$ cat src/rtl/mm_pkg.sv
// shared types for the memory subsystem
// data port request and response structs, peripheral address map, status code

package mm_pkg;

    // one data port request as issued by the master
    typedef struct packed {
        logic [31:0] addr;
        logic        we;
        logic [3:0]  be;
        logic [31:0] wdata;
    } data_req_t;

    // one data port response, valid one cycle after the grant
    typedef struct packed {
        logic        rvalid;
        logic [31:0] rdata;
    } data_rsp_t;

    // peripheral region, selected by the top nibble of the data address
    localparam logic [31:0] PERIPH_BASE = 32'h1000_0000;

    // word offsets of the peripheral registers inside the region
    localparam logic [31:0] STATUS_OFFSET      = 32'h0000_0000;
    localparam logic [31:0] TIMER_LOAD_OFFSET  = 32'h0000_0004;
    localparam logic [31:0] TIMER_COUNT_OFFSET = 32'h0000_0008;

    // status code that marks a passing test, any other nonzero code is a failure
    localparam logic [31:0] STATUS_PASS = 32'h600D_C0DE;

endpackage

$ cat src/rtl/mm_periph.sv
// memory-mapped pseudo peripherals
// sticky test status flags and a down-counting timer with a level interrupt

module mm_periph (
    input  logic              clk_i,
    input  logic              rst_i,

    input  logic              periph_req_i,
    input  mm_pkg::data_req_t periph_req_s_i,
    output logic [31:0]       periph_rdata_o,

    input  logic              irq_ack_i,
    output logic              irq_o,

    output logic              tests_passed_o,
    output logic              tests_failed_o
);

    import mm_pkg::*;

    logic [25:0] word_off;
    logic        wr_en;
    logic        rd_en;
    logic        sel_status;
    logic        sel_load;
    logic        sel_count;
    logic        load_timer;
    logic        expire;
    logic [31:0] count_q;

    // registers are decoded on the word offset inside the peripheral region
    assign word_off   = periph_req_s_i.addr[27:2];
    assign sel_status = word_off == STATUS_OFFSET[27:2];
    assign sel_load   = word_off == TIMER_LOAD_OFFSET[27:2];
    assign sel_count  = word_off == TIMER_COUNT_OFFSET[27:2];

    assign wr_en = periph_req_i && periph_req_s_i.we;
    assign rd_en = periph_req_i && !periph_req_s_i.we;

    assign load_timer = wr_en && sel_load;
    // the counter reaches zero on this edge
    assign expire     = !load_timer && (count_q == 32'd1);

    // status flags stay set until reset, a zero write leaves them alone
    always_ff @(posedge clk_i) begin
        if (rst_i) begin
            tests_passed_o <= 1'b0;
            tests_failed_o <= 1'b0;
        end else if (wr_en && sel_status && (periph_req_s_i.wdata != '0)) begin
            if (periph_req_s_i.wdata == STATUS_PASS) begin
                tests_passed_o <= 1'b1;
            end else begin
                tests_failed_o <= 1'b1;
            end
        end
    end

    // timer counts down once per cycle and idles at zero
    always_ff @(posedge clk_i) begin
        if (rst_i) begin
            count_q <= '0;
        end else if (load_timer) begin
            count_q <= periph_req_s_i.wdata;
        end else if (count_q != '0) begin
            count_q <= count_q - 32'd1;
        end
    end

    // a new expiry takes precedence over an acknowledge in the same cycle
    always_ff @(posedge clk_i) begin
        if (rst_i) begin
            irq_o <= 1'b0;
        end else if (expire) begin
            irq_o <= 1'b1;
        end else if (irq_ack_i) begin
            irq_o <= 1'b0;
        end
    end

    // only the counter is readable; status, load and unmapped offsets read zero
    always_ff @(posedge clk_i) begin
        periph_rdata_o <= (rd_en && sel_count) ? count_q : '0;
    end

endmodule

$ cat config.mk
export PLATFORM = sky130hd
export DESIGN_NAME = mm_periph
export DESIGN_NICKNAME = d
export VERILOG_FILES = /design/src/rtl/mm_pkg.sv /design/src/rtl/mm_periph.sv
export SDC_FILE = /design/constraint.sdc
export NUM_CORES = 1
export LEC_CHECK = 0
export ABC_AREA = 1
export BUFFER_PORTS_ARGS = -buffer_cell sky130_fd_sc_hd__buf_2
export CAP_MARGIN = 20
export CORE_MARGIN = 2
export CORE_UTILIZATION = 35
export CTS_BUF_LIST = sky130_fd_sc_hd__clkbuf_4 sky130_fd_sc_hd__clkbuf_8 sky130_fd_sc_hd__clkbuf_16
export DETAILED_ROUTE_END_ITERATION = 8
export MAX_ROUTING_LAYER = met4
export PLACE_DENSITY = 0.6
export SYNTH_ARGS = -nofsm -noshare
export SYNTH_HDL_FRONTEND = slang
export SYNTH_SLANG_ARGS = --single-unit
export TNS_END_PERCENT = 30
$ cat constraint.sdc
create_clock -name clk_i -period 3.3 [get_ports clk_i]
set_input_delay 0.495 -clock clk_i [delete_from_list [all_inputs] [get_ports clk_i]]
set_output_delay 0.495 -clock clk_i [all_outputs]
set_load 0.02 [all_outputs]
# Word-level counts from Yosys, hierarchy flattened
# Index checks and enable logic that the tools add are counted.
[classes]
add_sub_neg = 1
n_mul = 0
div = 0
n_lt_le_gt_ge = 0
eq_ne = 4
shift = 0
mux = 4
bitwise = 1
n_reduce_logical = 16
[op_table]
columns = ["op", "n"]
rows = [
  ["$mux W32", 2],
  ["$reduce_bool A32 Y1", 2],
  ["$eq A32 B1 Y1 const B", 1],
  ["$eq A32 B31 Y1 const B", 1],
  ["$sub A32 B1 Y32 const B", 1],
  ["$eq A26 B1 Y1 const B", 1],
  ["$eq A26 B2 Y1 const B", 1],
  ["$logic_not A26 Y1", 1],
  ["$logic_and A1 B1 Y1", 7],
  ["$reduce_and A2 Y1", 2],
  ["$reduce_bool A2 Y1", 2],
  ["$logic_not A1 Y1", 2],
  ["$mux W1", 2],
  ["$not A1 Y1", 1],
]
[word_totals]
reg_bits = 67
latch_bits = 0
ramBits = 0
rom_bits = 0
in_bits = 73
out_inout_bits = 35
wordCells = 31
mem_count = 0

# Depth between registers and ports, before layout
# Gate-level depths: netlist of run 1.
[logic_depth]
word_depth = 5
mapped_depth = 11
ltp_nobuf = 10

# Worst setup path before layout of run 1
# Ideal clock, no wire load.
[synth_timing]
kind = "input to register"
from = "input port periph_req_s_i[62] (netlist bit)"
to = "register count_q[30]"
setup_time_ns = 0.128
t_arrival_ns = 1.461
required_time_ns = 3.172
path_slack_ns = 1.711
cell_stages = 9
path_buffers = 1
path_cell_list = "nor2_1 > nand3_1 > nor2_4 > inv_1 > nor2_4 > buf_6 > nand3b_1 > nand3_1 > nor2_1"
[synth_between]
elab_chain_len = 3
elab_cells_between_ends = 4
classes_between = "eq/ne: 1; mux: 1; reduce/logical: 2"
[synth_lines]
columns = ["element", "line", "source"]
rows = [
  ["from (decl)", "mm_periph.sv:9", "input mm_pkg::data_req_t periph_req_s_i,"],
  ["$eq A26 B1 Y1 (*)", "mm_periph.sv:34", "assign sel_load = word_off == TIMER_LOAD_OFFSET[27:2];"],
  ["$logic_and A1 B1 Y1 (*)", "mm_periph.sv:40", "assign load_timer = wr_en && sel_load;"],
  ["$mux W32 / $reduce_bool A2 Y1 (equally long branches)", "--", ""],
  ["to (signal assigned)", "mm_periph.sv:63", "count_q <= periph_req_s_i.wdata;"],
  ["to (signal assigned)", "mm_periph.sv:65", "count_q <= count_q - 32'd1;"],
  ["to (decl)", "mm_periph.sv:29", "logic [31:0] count_q;"],
]
# Every way passes the cells marked *; elsewhere a longest branch is shown, timed or not.
# A chain may end at the register's enable or synchronous reset.

# Worst setup path in the final report of run 1
[layout_timing]
from = "input port periph_req_s_i[42] (netlist bit)"
to = "register count_q[4]"
# Same word-level chain as after synthesis.

==> results of run 1 <==
final cells by class:
class | instances | share of cell area
clock buffer | 14 | 0.0414
clock inverter | 1 | 0.00666
inverter | 76 | 0.0638
multi-input combinational | 423 | 0.440
sequential | 67 | 0.298
tap | 136 | 0.0377
timing repair buffer | 100 | 0.113
per-stage QoR:
stage	hold slack, ns	utilization
6_report	0.394	0.437
5_1_grt	0.400	0.437
4_1_cts	0.377	0.437
3_5_place_dp	0.441	0.416
3_3_place_gp	0.441	0.416
2_1_floorplan	0.435	-
flip-flops by register name, indices dropped and copies added (netlist names):
name,flops
tests_passed_o,1
tests_failed_o,1
periph_rdata_o,32
count_q,32
irq_o,1
cells by family (layout without fill, tap and decap cells):
family / Yosys count / after routing / synth area share
AOI/OAI and AO/OA: 20 / 20 / 0.0279
xor gates and xnor gates: 7 / 7 / 0.0165
adders and majority gates: 2 / 2 / 0.00672
buffers and inverters: 91 / 191 / 0.106
DFF: 67 / 67 / 0.360
and+or+nand+nor: 394 / 394 / 0.482
layout by cell type, fill, tap and decap left out, types with 2 or more instances in the layout:
cell      synthesis  final
nor2_1          153    153
nand2_1         114    114
buf_2             2     97
nand3_1          77     77
inv_1            74     74
dfxtp_1          67     67
nand4_1          16     16
clkbuf_8          0     13
nor2_4            8      8
a21oi_1           8      8
o21ai_0           7      7
xor2_1            7      7
nor2_2            5      5
nor3_2            5      5
nand2_2           4      4
nand3b_1          4      4
o21ai_1           4      4
buf_4             1      3
clkinv_2          2      2
and2_1            2      2
ha_1              2      2
final timing paths:
kind | start | end | slack [ns] | depth (start not counted)
setup / recovery | periph_req_s_i[42] | count_q[4] | 1.31 | 9
hold / removal | irq_ack_i | irq_o | 0.39 | 4
setup reg to reg | count_q[0] | count_q[4] | 1.35 | 9
hold reg to reg | tests_failed_o | tests_failed_o | 0.46 | 2
synthesized netlist by cell type:
library cell / instances / area (um2)
nor3_2: 5 / 50.1
nor2_1: 153 / 574
xor2_1: 7 / 61.3
nand4_1: 16 / 100
nand3_4: 1 / 17.5
o21ai_2: 1 / 8.76
nor2_2: 5 / 31.3
buf_6: 6 / 67.6
nor4_1: 1 / 6.26
dfxtp_1: 67 / 1340
nand2_2: 4 / 25.0
buf_4: 1 / 7.51
nor3b_1: 1 / 7.51
o21ai_1: 4 / 20.0
nand4_4: 1 / 21.3
nand3_1: 77 / 385
ha_1: 2 / 25.0
nand3b_1: 4 / 30.0
buf_2: 2 / 10.0
o21ai_0: 7 / 35.0
a21oi_1: 8 / 40.0
and2_1: 2 / 12.5
nand3_2: 1 / 10.0
clkinv_2: 2 / 10.0
nor2_4: 8 / 90.1
nor3_1: 1 / 5.00
clkbuf_1: 5 / 18.8
inv_1: 74 / 278
nand2_1: 114 / 428
buf_1: 1 / 3.75
power breakdown:
group | switching [mW] | total, mW | leakage, nW | internal, mW
registers | 0.190 | 1.18 | 0.543 | 0.986
clock network | 0.307 | 0.743 | 0.112 | 0.436
logic | 1.80 | 2.65 | 1.58 | 0.847
tightest hold or removal path, stage by stage:
cell     delay, ns
buf_2         0.07
inv_1         0.03
nand2_1       0.04
a21oi_1       0.05
layer usage:
metal,GRT usage,routed length (um),vias to the layer above
li1,-,-,2004
met1,0.280,5270,1727
met2,0.307,4660,108
met3,0.0365,608,13
met4,0.0677,167,0
met5,-,0,-
==> results.yml, run 1 <==
timing:
  period_needed_ns: 1.99
  final_max_slew_viol_count: 0
  fin_setup_tns_ns: 0
  period_share: 0.603
  skew_ns: 0.0131
  setup_ws_ns: 1.31
  setup_viol: 0
  hold_viol: 0
  fmax_ghz: 0.503
  rsz0062_at_grt: "false"
  tightest_slew_ns: 0.621
  slew_headroom: 0.586
cts:
  cts_root_buf: "clkbuf_8"
  cts_hold_repair.buffers: 0
  clock_sink_count: 67
  numCtsBuffers: 9
  cts_buffer_depth: 2
  htree_levels: 3
  post_cts.repair.setup_buffers: 0
  path_clk_slew_ns: 0.06
  cts_tree: "yes"
  cts_resized: 0
  insertion_delay_ns: 0.35
worst_setup_path:
  arrival_ns: 2.26
  cp.required_ns: 3.57
  critPathSlowestCell: "nand4_4"
  cp.buffers_inverters: 3
  cp-start-kind: "input port"
  slowest_delay_ns: 0.38
  crit_family: "simple AND/OR/NAND/NOR gates"
  path_max_fanout: 25
  worstSetupPathType: "in -> reg"
  cp_cell_sequence: "buf_2, nor2_2, inv_1, nor2_2, buf_4, nand4_4, nand3_4, nand2_1, a21oi_1"
  crit_path_end_kind: "flip-flop"
  path_common_cell: "nor2_2"
detailed_routing:
  final_antenna_net_count: 0
  dr.first_iter.drc_count: 297
  route.detailed.drc: 0
  avgViaCountPerCell: 4.71
  finalWirelength_mm: 10.7
  wire_per_inst_um: 13.1
  dr.pass1.iters: 4
  vias: 3852
finish:
  antenna_cells: 0
  final_area_um2: 4510
  final_nets: 752
  fillCellCount: 1115
  final_cells: 817
  regArea_um2: 1340
  final_layout_size_suffix_gt1_frac: 0.210
  synthToLayoutAreaGrowth_pct: 21.1
  multiInputGateArea_um2: 1980
placement:
  port_buffers: 97
  dpl_cell_area_um2: 4290
  place_hpwl_mm: 8.32
  dpl_worst_slack_ns: 0.954
  dp_cells: 802
  globalplace.congestion: 0.877
yosys:
  synth-seq-cells: 67
  synthDistinctLibCells: 30
  syn_nets: 656
  syn_area_per_cell_um2: 6.40
  synthCells: 581
  synth_area_um2: 3720
  yosysSeqAreaShare: 0.360
  yosysWarnings: 0
run_status:
  outcome: "completed"
die:
  placementRows: 37
  dieArea_um2: 11500
  coreArea_um2: 10300
  initial_core_util: 0.360
  die-height_um: 107
  die_w_um: 107
  io_pins: 108
power_and_ir_drop:
  power_leakage_nw: 2.23
  power_mw: 4.57
  powerDensity_nw_per_um2: 1010
  ir_worst_vdd_mv: 0.450
grt:
  grtUsageTotal: 0.205
  overflow: 0
  grt_pass1_vias: 3589
  antenna_found_initial: 0
  grt_max_degree: 33
  grt_pass1_wl_mm: 17.8
min_path:
  hold_path.class: "in -> reg"
flow_run:
  drv_cap: 0
Note: power is estimated with default switching activity, not from simulation.
==> run 2: changes to the inputs <==
- clock period: 3.3 -> 2.1 ns (I/O delays scaled with it)
==> results.yml, run 2 (same netlist as run 1, synthesis figures left out) <==
cts:
  cts_resized: 0
  post_cts.repair.setup_buffers: 0
  clock_sink_count: 67
  cts_root_buf: "clkbuf_8"
  cts_buffer_depth: 2
  cts_hold_repair.buffers: 0
  numCtsBuffers: 9
  htree_levels: 3
  insertion_delay_ns: 0.36
  cts_tree: "yes"
  path_clk_slew_ns: 0.07
die:
  die-height_um: 107
  placementRows: 37
  initial_core_util: 0.360
  die_w_um: 107
  coreArea_um2: 10300
  dieArea_um2: 11500
  io_pins: 108
worst_setup_path:
  cp.required_ns: 2.34
  ff2ff_path_depth: 10
  r2r_start: "count_q[0]"
  reg2reg_slack_ns: 0.30
  arrival_ns: 2.04
  slowest_delay_ns: 0.32
  critPathSlowestCell: "dfxtp_1"
  cp_cell_sequence: "inv_1, ha_1, nand2_2, nor2_4, nand3_2, clkinv_2, nand3_4, buf_4, nand2_1, nor3_2"
  path_max_fanout: 14
  cp-start-kind: "flip-flop"
  crit_path_end_kind: "flip-flop"
  worstSetupPathType: "reg -> reg"
  startpoint: "count_q[0]"
finish:
  regArea_um2: 1340
  final_layout_size_suffix_gt1_frac: 0.216
  final_area_um2: 4530
  synthToLayoutAreaGrowth_pct: 21.8
  largestRegisters: "count_q: 32 flops, periph_rdata_o: 32 flops"
  fin_util: 0.439
  antenna_cells: 0
  fillCellCount: 1154
  multiInputGateArea_um2: 1980
  final_nets: 757
  layout_common_cells: "153 x nor2_1, 114 x nand2_1, 97 x buf_2"
  final_cells: 822
  final_common_cell: "nor2_1"
grt:
  use_met3: 0.0468
  grt_pass1_wl_mm: 17.8
  grt_max_degree: 33
  grt_busiest_layer: "met2"
  grt_use_met1: 0.273
  antenna_found_initial: 0
  overflow: 0
  grt_pass1_vias: 3777
  grtUsageTotal: 0.204
  met2_usage: 0.310
timing:
  setup_ws_ns: 0.303
  rsz0062_at_grt: "false"
  hold_viol: 0
  tightest_slew_ns: 0.396
  setup_viol: 0
  hold-worst-slack_ns: 0.214
  fin_setup_tns_ns: 0
  period_needed_ns: 1.80
  final_max_slew_viol_count: 0
  fmax_ghz: 0.557
  skew_ns: 0.00826
  slew_headroom: 0.736
  period_share: 0.856
run_status:
  outcome: "completed"
detailed_routing:
  avgViaCountPerCell: 4.66
  wire_per_inst_um: 13.0
  route.detailed.drc: 0
  vias: 3832
  dr.pass1.iters: 4
  final_antenna_net_count: 0
  finalWirelength_mm: 10.7
  dr.first_iter.drc_count: 214
flow_run:
  drv_cap: 0
placement:
  place_hpwl_mm: 8.39
  port_buffers: 97
  dpl_worst_slack_ns: 0.298
  globalplace.congestion: 0.869
  dp_cells: 807
  dpl_cell_area_um2: 4330
min_path:
  min-delay-start: "irq_ack_i"
  hold_depth: 4
  hold_path.class: "in -> reg"
power_and_ir_drop:
  power_leakage_nw: 2.25
  powerDensity_nw_per_um2: 1610
  power_mw: 7.30
  ir_worst_vdd_mv: 0.745
run 2: layout make-up:
type,count,area share
tap,136,0.0376
clock buffer,13,0.0367
clock inverter,2,0.00773
sequential,67,0.296
inverter,76,0.0635
multi-input combinational,423,0.438
timing repair buffer,105,0.120
run 2: path summary, 6_finish.rpt:
check                         to
setup reg to reg     count_q[23]
setup / recovery     count_q[23]
hold / removal             irq_o
hold reg to reg   tests_passed_o
run 2: critical path, delay by kind of cell, from the launching register on:
kind | cells | cell delay [ns]
AND/OR/NAND/NOR | 6 | 0.67
buffers and inverters | 3 | 0.46
flip-flops | 1 | 0.32
adder cells (fa/ha/maj) | 1 | 0.23
run 2: layer usage:
| metal | vias up | wire [um] |
|---|---|---|
| li1 | 2011 | - |
| met1 | 1696 | 5270 |
| met2 | 109 | 4560 |
| met3 | 16 | 670 |
| met4 | 0 | 171 |
| met5 | - | 0 |
run 2: power by group:
part	internal (mW)	total, mW	leakage (nW)	switching (mW)
logic	1.45	4.33	1.60	2.87
clock network	0.632	1.12	0.106	0.486
registers	1.55	1.85	0.543	0.300
total	3.64	7.30	2.25	3.66
