## config.mk

```make
export PLATFORM = sky130hd
export DESIGN_NAME = data_router
export DESIGN_NICKNAME = d
export VERILOG_FILES = /design/src/rtl/mm_pkg.sv /design/src/rtl/data_router.sv
export SDC_FILE = /design/constraint.sdc
export NUM_CORES = 1
export LEC_CHECK = 0
export BUFFER_PORTS_ARGS = -buffer_cell sky130_fd_sc_hd__buf_2
export CAP_MARGIN = 20
export CORE_MARGIN = 5
export CORE_UTILIZATION = 19
export DETAILED_ROUTE_END_ITERATION = 16
export PLACE_DENSITY = 0.78
export SLEW_MARGIN = 10
export SYNTH_ARGS = -nofsm -noshare
export SYNTH_HDL_FRONTEND = slang
export SYNTH_SLANG_ARGS = --single-unit
```

## constraint.sdc

```tcl
create_clock -name clk_i -period 0.8 [get_ports clk_i]
set_input_delay 0.08 -clock clk_i [delete_from_list [all_inputs] [get_ports clk_i]]
set_output_delay 0.08 -clock clk_i [all_outputs]
set_load 0.02 [all_outputs]
```

## src/rtl/mm_pkg.sv

```systemverilog
// shared types for the memory subsystem
// data port request and response structs, peripheral address map, status code

package mm_pkg;

    // one data port request as issued by the master
    typedef struct packed {
        logic [31:0] addr;
        logic        we;
        logic [3:0]  be;
        logic [31:0] wdata;
    } data_req_t;

    // one data port response, valid one cycle after the grant
    typedef struct packed {
        logic        rvalid;
        logic [31:0] rdata;
    } data_rsp_t;

    // peripheral region, selected by the top nibble of the data address
    localparam logic [31:0] PERIPH_BASE = 32'h1000_0000;

    // word offsets of the peripheral registers inside the region
    localparam logic [31:0] STATUS_OFFSET      = 32'h0000_0000;
    localparam logic [31:0] TIMER_LOAD_OFFSET  = 32'h0000_0004;
    localparam logic [31:0] TIMER_COUNT_OFFSET = 32'h0000_0008;

    // status code that marks a passing test, any other nonzero code is a failure
    localparam logic [31:0] STATUS_PASS = 32'h600D_C0DE;

endpackage

```

## src/rtl/data_router.sv

```systemverilog
// data port router
// decodes each request to RAM or peripherals and returns the matching response

module data_router (
    input  logic              clk_i,
    input  logic              rst_i,

    input  logic              data_req_i,
    input  mm_pkg::data_req_t data_req_s_i,
    output logic              data_gnt_o,

    output logic              ram_req_o,
    output logic              periph_req_o,
    input  logic [31:0]       ram_rdata_i,
    input  logic [31:0]       periph_rdata_i,

    output mm_pkg::data_rsp_t data_rsp_o
);

    import mm_pkg::*;

    logic to_periph;
    logic pend_q;
    logic periph_q;
    logic store_q;

    // the top nibble selects the peripheral region, everything else is RAM
    assign to_periph = data_req_s_i.addr[31:28] == PERIPH_BASE[31:28];

    // no back-pressure, every request is granted at once
    assign data_gnt_o   = data_req_i;
    assign ram_req_o    = data_req_i && !to_periph;
    assign periph_req_o = data_req_i && to_periph;

    always_ff @(posedge clk_i) begin
        if (rst_i) begin
            pend_q   <= 1'b0;
            periph_q <= 1'b0;
            store_q  <= 1'b0;
        end else begin
            pend_q   <= data_req_i;
            periph_q <= to_periph;
            store_q  <= data_req_s_i.we;
        end
    end

    assign data_rsp_o.rvalid = pend_q;

    // stores answer with zero data
    always_comb begin
        if (!pend_q || store_q) begin
            data_rsp_o.rdata = '0;
        end else if (periph_q) begin
            data_rsp_o.rdata = periph_rdata_i;
        end else begin
            data_rsp_o.rdata = ram_rdata_i;
        end
    end

endmodule

```

* Word-level counts from Yosys, hierarchy flattened
Cells that the tools add are included.
** Storage, ports and cells
- Bits of input ports :: 136
- Register bits :: 3
- Word-level logic and storage cells :: 11
** Operators by class
- Muxes and demuxes :: 2
- Reductions and logical operators :: 5
- Eq/ne operators :: 1
** Operators with widths (count)
- $mux 32 :: 2
- $eq 4x1->1 const B :: 1
- $logic_and 1x1->1 :: 2
- $logic_not 1->1 :: 2
- $logic_or 1x1->1 :: 1

* Longest topological paths before layout
Gate-level depths: netlist of run 1.
- Depth after elaboration :: 3
- Mapped depth :: 4

* Least setup slack after synthesis of run 1
No wires, ideal clock.
- Kind :: register to output
- Start point :: register periph_q
- End point :: output port data_rsp_o[0] in the netlist's numbering
- Arrival :: 0.953 ns
- Path slack :: -0.233 ns
- Cell stages (with the launch flop) :: 5
- Data required time :: 0.720 ns
- Path through :: dfxtp_1 buf_6 buf_12 mux2i_1 nor2_1
** RTL lines
- from (decl) :: RTL line data_router.sv:24 : logic periph_q;
- from (signal assigned) :: RTL line data_router.sv:42 : periph_q <= to_periph;
- to (decl) :: RTL line data_router.sv:17 : output mm_pkg::data_rsp_t data_rsp_o

==> flow_summary.json, run 1 <==
{
  "finalCriticalPeriod_ps": 1320,
  "switchingPower_uw": 394,
  "fin_crit_sh_pct": 164,
  "critPathRequiredTime_ps": 720,
  "start_util_pct": 19.6,
  "antennaDiodeCount": 0,
  "slew_headroom_pct": 84.0,
  "pwr-share-comb_pct": 59.6,
  "fin_nets": 328,
  "syn_avg_cell_area_sq_um": 7.88,
  "violations": "negative setup slack",
  "critical_path.cell_chain": "buf_12, mux2i_2, nor2_2, buf_2",
  "drive_above_1_share_pct": 85.9,
  "antenna_found_initial": 0,
  "cts_tree": "yes",
  "post-cts-setup-buffers": 0,
  "synth_seq_cells": 3,
  "ys_warn_count": 0,
  "swShare_pct": 36.8,
  "crit_slowest_cell": "dfxtp_4",
  "synth_area_sq_um": 654,
  "routed-via-count": 990,
  "place.port_buffers": 107,
  "start_kind": "register",
  "h-tree-depth": 1,
  "path_max_fanout": 11,
  "drcViolationCount": 0,
  "synth_cell_types": 11,
  "vias_per_cell": 4.18,
  "grt_overflow": 0,
  "p_int_uw": 676,
  "ant_nets": 0,
  "drt_iter0_drc": 23,
  "io_pins": 172,
  "power_density_nw_per_um2": 701,
  "grt.total_usage_pct": 10.4,
  "routed_wl_mm": 2.81,
  "worstHoldPathType": "primary input to register",
  "synth_cells": 83,
  "core_area_sq_um": 3340,
  "finalInstanceArea_sq_um": 1530,
  "dieWidth_um": 68.7,
  "setup_viol": 34,
  "cts.sinks": 3,
  "vdd_drop_max_v": 0.000602,
  "crit_path_max_incr_delay_ps": 400,
  "fmax_mhz": 760,
  "power.share.clock_pct": 25.5,
  "leakage_uw": 0.000735,
  "synth-seq-area-share_pct": 9.18,
  "seqPwrFrac_pct": 14.9,
  "dr.pass1.iters": 4,
  "dieHeight_um": 68.7,
  "end_kind": "primary output",
  "path_clk_slew_ps": 40,
  "cts_buffers": 3,
  "cts_hold_buffers": 0,
  "outcome": "finished, violations left",
  "worstMarginPinSlew_ps": 239,
  "grt_setup_unrepaired": "true",
  "max_cap_violations": 0,
  "placed_area_sq_um": 1310,
  "place.gp.congestion": 0.657,
  "fillers": 329,
  "worstSetupPathType": "register to primary output",
  "clk_path_buf_depth": 2,
  "final_hold_viol_count": 0,
  "setup_ws_ps": -515,
  "wl_per_cell_um": 11.8,
  "preCtsSetupSlack_ps": -288,
  "grt_start_max_net_pins": 23,
  "grt_pass1_wl_mm": 3.75,
  "grt_pass1_vias": 933,
  "final_max_slew_viol_count": 0,
  "final_util_pct": 45.7,
  "syn-num-nets": 219,
  "syn2layout_area_growth_pct": 133,
  "die-area_sq_um": 4720,
  "rows": 21,
  "dp_hpwl_mm": 2.27,
  "worstPathArrival_ps": 1240,
  "clockRootBuffer": "clkbuf_4"
}
synthesized netlist by cell type, drive strengths merged:
master	number	area (sq um)
and2	1	6.26
mux2i	32	320
nor2b	4	25.0
nor4b	1	15.0
nand2b	1	6.26
dfxtp	3	60.1
buf	9	101
nor2	32	120
cell usage in the layout, fill, tap and decap left out, drive strengths merged:
master,n
nor2b,4
nor4b,1
nand2b,1
buf,113
mux2i,32
and2,1
clkbuf,4
nor2,32
dfxtp,3
layout make-up:
cell class,instances,area (sq um),area share (%)
repair buffers,113,728,47.7
clock buffers,4,26.3,1.72
flip-flops and latches,3,65.1,4.27
well taps,46,57.6,3.77
multi-input cells,71,648,42.5
per-layer routing:
metal / global-route usage (%) / part of all wire [%] / routed length, um / vias to the layer above
li1: - / - / - / 493
met1: 10.2 / 32 / 891 / 417
met2: 19.3 / 47 / 1330 / 78
met3: 4.70 / 21 / 576 / 2
met4: 2.98 / 0.29 / 8 / 0
met5: 0 / 0 / 0 / -
worst max-delay path, delay by kind of cell (launching register included):
kind	cells	cell delay, ps
DFF	1	400
muxes	1	230
and+or+nand+nor	1	50
buffers and inverters	2	310
worst paths after layout:
| path | start | end | slack (ps) | cells past startpoint |
|---|---|---|---|---|
| setup / recovery | periph_q$_SDFF_PP0_ | data_rsp_o[4] | -520 | 4 |
| hold / removal | rst_i | periph_q$_SDFF_PP0_ | 20 | 2 |
power by group through the flow:
| stage | sequential [uW] | clock [uW] | combinational (uW) |
|---|---|---|---|
| 2_1_floorplan | 161 | 0 | 288 |
| 3_3_place_gp | 162 | 0 | 544 |
| 3_5_place_dp | 163 | 0 | 553 |
| 4_1_cts | 160 | 290 | 583 |
| 5_1_grt | 160 | 306 | 681 |
| 6_report | 159 | 273 | 637 |
sequential cells by signal, indices dropped and copies added, names as in the netlist:
signal	flops
periph_q	1
pend_q	1
store_q	1
logic make-up (layout without fill, tap and decap cells):
logic type / Yosys count / after routing / synth area share [%]
AND/OR/NAND/NOR: 39 / 39 / 26.4
buffers and inverters: 9 / 117 / 15.5
flip-flops: 3 / 3 / 9.18
multiplexers: 32 / 32 / 48.9
through the flow:
| stage | TNS, ps | hold slack [ps] | power (uW) | std cells |
|---|---|---|---|---|
| floorplan | -5270 | 152 | 448 | 83 |
| global placement | -7720 | 265 | 706 | 232 |
| detailed placement | -8160 | 265 | 715 | 232 |
| CTS | -16490 | 6.89 | 1030 | 237 |
| global route | -18170 | 15.7 | 1150 | 237 |
| finish | -15930 | 24.8 | 1070 | 237 |
timing repair:
action | CTS | global route
setup endpoints to repair | 35 | 35
gates resized for setup | 14 | 29
gates cloned | 1 | 0
pin swaps | 2 | 2
No activity file was read; power rests on OpenSTA's default activity.
==> run 2, diff against run 1 <==
==> config.mk (replaced) <==
export PLATFORM = sky130hd
export DESIGN_NAME = data_router
export DESIGN_NICKNAME = d
export VERILOG_FILES = /design/src/rtl/mm_pkg.sv /design/src/rtl/data_router.sv
export SDC_FILE = /design/constraint.sdc
export NUM_CORES = 1
export LEC_CHECK = 0
export CAP_MARGIN = 20
export CELL_PAD_IN_SITES_DETAIL_PLACEMENT = 0
export CELL_PAD_IN_SITES_GLOBAL_PLACEMENT = 1
export CORE_AREA = 5 5 64 66
export DETAILED_ROUTE_END_ITERATION = 16
export DIE_AREA = 0 0 69 71
export DONT_BUFFER_PORTS = 1
export PLACE_DENSITY = 0.54
export SLEW_MARGIN = 10
export SYNTH_ARGS = -nofsm -noshare
export SYNTH_HDL_FRONTEND = slang
export SYNTH_SLANG_ARGS = --single-unit
==> flow_summary.json, run 2 (synthesis results as in run 1) <==
{
  "rows": 22,
  "end_kind": "primary output",
  "grt_setup_unrepaired": "true",
  "h-tree-depth": 1,
  "fin_hold_ws_ps": 41.1,
  "drt_iter0_drc": 4,
  "slew_headroom_pct": 82.6,
  "final_hold_viol_count": 0,
  "critPathTopFamily": "flip-flops",
  "grt_pass1_vias": 835,
  "start_util_pct": 18.6,
  "outcome": "finished, violations left",
  "wl_per_cell_um": 14.8,
  "finalInstanceArea_sq_um": 1230,
  "worstSetupPathType": "register to primary output",
  "violations": "negative setup slack",
  "place.port_buffers": 0,
  "worstPathArrival_ps": 1220,
  "critPathRequiredTime_ps": 720,
  "cts_buffers": 3,
  "antenna_found_initial": 0,
  "grt_pass1_wl_mm": 3.77,
  "dp_hpwl_mm": 1.93,
  "multi_input_area_sq_um": 633,
  "final_max_slew_viol_count": 0,
  "vias_per_cell": 4.47,
  "dieHeight_um": 71,
  "finalCriticalPeriod_ps": 1300,
  "post-cts-setup-buffers": 0,
  "antennaDiodeCount": 0,
  "cts.sinks": 3,
  "clockRootBuffer": "clkbuf_4",
  "routed-via-count": 746,
  "placed_area_sq_um": 1010,
  "fin_nets": 256,
  "die-area_sq_um": 4900,
  "drive_above_1_share_pct": 71.4,
  "dr.pass1.iters": 2,
  "setup_ws_ps": -495,
  "worstMarginPinSlew_ps": 259,
  "grt.total_usage_pct": 8.94,
  "design_power_total_uw": 894,
  "seq_area_sq_um": 65.1,
  "drcViolationCount": 0,
  "dieWidth_um": 69,
  "io_pins": 172,
  "max_cap_violations": 0,
  "top_regs": "pend_q (1), periph_q (1), store_q (1)",
  "setup_viol": 32,
  "crit_slowest_cell": "dfxtp_4",
  "syn2layout_area_growth_pct": 88.1,
  "path_clk_slew_ps": 40,
  "cts_tree": "yes",
  "grt_start_max_net_pins": 33,
  "start_kind": "register",
  "cp.buffers_inverters": 2,
  "grt_overflow": 0,
  "fillers": 363,
  "leakage_uw": 0.000438,
  "crit_path_max_incr_delay_ps": 370,
  "clk_path_buf_depth": 2,
  "core_area_sq_um": 3520,
  "vdd_drop_max_v": 0.000798,
  "fin_crit_sh_pct": 162,
  "critical_path.cell_chain": "buf_12, mux2i_1, nor2_2, buf_4",
  "final_common_cell": "nor2_2",
  "fmax_mhz": 772,
  "routed_wl_mm": 2.47,
  "path_max_fanout": 13,
  "place.gp.congestion": 0.686,
  "ant_nets": 0,
  "worstHoldPathType": "primary input to register",
  "final_cell_mix": "nor2_2 (30), buf_6 (25), mux2i_1 (23), buf_4 (10), mux2i_2 (7)",
  "power_density_nw_per_um2": 726
}
[run 2: metrics by stage]
stage	std cells	setup TNS [ps]	util [%]	worst slack [ps]
after detailed placement	160	-8010	28.8	-297
after global routing	167	-16780	34.9	-548
after global placement	160	-7260	28.8	-242
final	167	-14830	34.9	-495
after CTS	167	-15070	33.3	-505
after floorplan	83	-5270	-	-169
[run 2: routing by layer]
metal	routed length (um)	vias to the layer above	GRT usage [%]	share of wire, %
li1	-	349	-	-
met1	787	321	8.29	32
met2	1240	76	17.1	50
met3	447	0	5.40	18
met4	0	0	1.30	0
met5	0	-	0	0
[run 2: path summary, 6_finish.rpt]
| check | from | end | slack (ps) | cells past startpoint |
|---|---|---|---|---|
| max | periph_q$_SDFF_PP0_ | data_rsp_o[19] | -500 | 4 |
| min | data_req_s_i[66] | periph_q$_SDFF_PP0_ | 40 | 2 |
[run 2: where the power goes]
group          internal, uW  leakage [uW]  total, uW  switching (uW)
Sequential              155     0.0000258        159            3.96
Clock                   187     0.0000150        263            76.2
Combinational           237      0.000397        473             236
Total                   578      0.000438        894             316
[run 2: what timing repair did]
action,CTS,global route
setup endpoints to repair,33,34
hold buffers,3,0
gates resized for setup,27,14
endpoints found under the hold margin,3,0
[run 2: cell type report]
type	count	share of cell area (%)
tap	48	4.88
clock buffer	4	2.13
timing repair buffer	41	36.3
sequential	3	5.28
multi-input combinational	71	51.4
==> run 3, diff against run 2 <==
--- a/config.mk
+++ b/config.mk
@@ -13,6 +13,7 @@
 export DIE_AREA = 0 0 69 71
 export DONT_BUFFER_PORTS = 1
 export PLACE_DENSITY = 0.54
+export SKIP_LAST_GASP = 1
 export SLEW_MARGIN = 10
 export SYNTH_ARGS = -nofsm -noshare
 export SYNTH_HDL_FRONTEND = slang
==> flow_summary.json, run 3 (synthesis results as in run 1) <==
{
  "clk_path_buf_depth": 2,
  "worstMarginPinSlew_ps": 259,
  "end_kind": "primary output",
  "path_clk_slew_ps": 40,
  "setup_viol": 32,
  "top_regs": "pend_q (1), periph_q (1), store_q (1)",
  "min_from": "data_req_s_i[66]",
  "final_cell_mix": "buf_4 (34), nor2_2 (30), mux2i_1 (23), mux2i_2 (7), nor2b_1 (4)",
  "antenna_found_initial": 0,
  "routed-via-count": 722,
  "fmax_mhz": 770,
  "fin_nets": 256,
  "violations": "negative setup slack",
  "switchingPower_uw": 306,
  "grt_pass1_wl_mm": 3.52,
  "final_max_slew_viol_count": 0,
  "setup_ws_ps": -498,
  "routed_wl_mm": 2.36,
  "grt_start_max_net_pins": 33,
  "cts.sinks": 3,
  "h-tree-depth": 1,
  "outcome": "finished, violations left",
  "syn2layout_area_growth_pct": 74.4,
  "final_hold_viol_count": 0,
  "grt_pass1_vias": 787,
  "final_common_cell": "buf_4",
  "worstHoldPathType": "primary input to register",
  "cts_buffers": 3,
  "drcViolationCount": 0,
  "p_int_uw": 551,
  "seqPwrFrac_pct": 18.5,
  "power_density_nw_per_um2": 751,
  "place.gp.congestion": 0.686,
  "grt.total_usage_pct": 8.29,
  "fin_crit_sh_pct": 162,
  "fin_hold_ws_ps": 40.4,
  "hold_depth": 2,
  "drt_iter0_drc": 2,
  "crit_start": "periph_q$_SDFF_PP0_",
  "critical_path.cell_chain": "buf_12, mux2i_4, nor2_2, buf_4",
  "final_util_pct": 32.4,
  "grt_setup_unrepaired": "true",
  "path_max_fanout": 13,
  "die-area_sq_um": 4900,
  "critPathRequiredTime_ps": 720,
  "preCtsSetupSlack_ps": -297,
  "leakage_uw": 0.000419,
  "dp.cells": 160,
  "finalCriticalPeriod_ps": 1300,
  "vdd_drop_max_v": 0.000798,
  "worstPathArrival_ps": 1220,
  "dp_hpwl_mm": 1.93,
  "start_kind": "register",
  "fin_cells": 167,
  "max_cap_violations": 0,
  "rows": 22,
  "slew_headroom_pct": 82.7,
  "clockRootBuffer": "clkbuf_4",
  "core_area_sq_um": 3520,
  "antennaDiodeCount": 0,
  "swShare_pct": 35.7,
  "place.port_buffers": 0,
  "worstSetupPathType": "register to primary output",
  "start_util_pct": 18.6,
  "ant_nets": 0,
  "io_pins": 172,
  "pwr-share-comb_pct": 50.8,
  "crit_path_max_incr_delay_ps": 370,
  "power.share.clock_pct": 30.7,
  "crit_slowest_cell": "dfxtp_4",
  "drive_above_1_share_pct": 71.4,
  "cts_tree": "yes",
  "tns_ps": -15180,
  "dr.pass1.iters": 2,
  "grt_overflow": 0,
  "dieHeight_um": 71,
  "vias_per_cell": 4.32,
  "wl_per_cell_um": 14.1,
  "dieWidth_um": 69
}
run 3: what timing repair did:
action | in CTS | in global routing
endpoints found under the hold margin | 3 | 0
gates resized for setup | 5 | 12
gates cloned | 0 | 0
setup endpoints to repair | 33 | 34
setup buffers | 0 | 0
hold buffers | 3 | 0
run 3: cell type report:
| class | count | area [sq um] |
|---|---|---|
| Tap cell | 48 | 60.1 |
| Timing Repair Buffer | 41 | 357 |
| Sequential cell | 3 | 65.1 |
| Multi-Input combinational cell | 71 | 633 |
| Clock buffer | 4 | 26.3 |
| Fill cell | 363 | 2380 |
run 3: power by group through the flow:
stage	registers, uW	clock network (uW)	logic, uW
floorplan	161	0	288
global placement	163	0	397
detailed placement	163	0	405
CTS	159	274	423
global route	159	292	467
finish	159	263	436
run 3: metrics by stage:
stage               instance area (sq um)  total power (uW)
floorplan                             729               448
global placement                     1010               560
detailed placement                   1010               568
CTS                                  1090               856
global route                         1140               918
finish                               1140               857
run 3: worst max-delay path: cells and delay by family, from the launching register on:
kind,cells,cell delay [ps]
multiplexers,1,240
flip-flops,1,370
AND/OR/NAND/NOR,1,50
buffers and inverters,2,330
run 3: per-layer routing:
metal,global-route usage [%],share of wire (%)
met5,0,0
met4,1.30,0
met3,5.11,19
met2,15.3,48
met1,8.04,34
run 3: worst paths after layout:
check / end
hold / removal: periph_q$_SDFF_PP0_
setup / recovery: data_rsp_o[25]
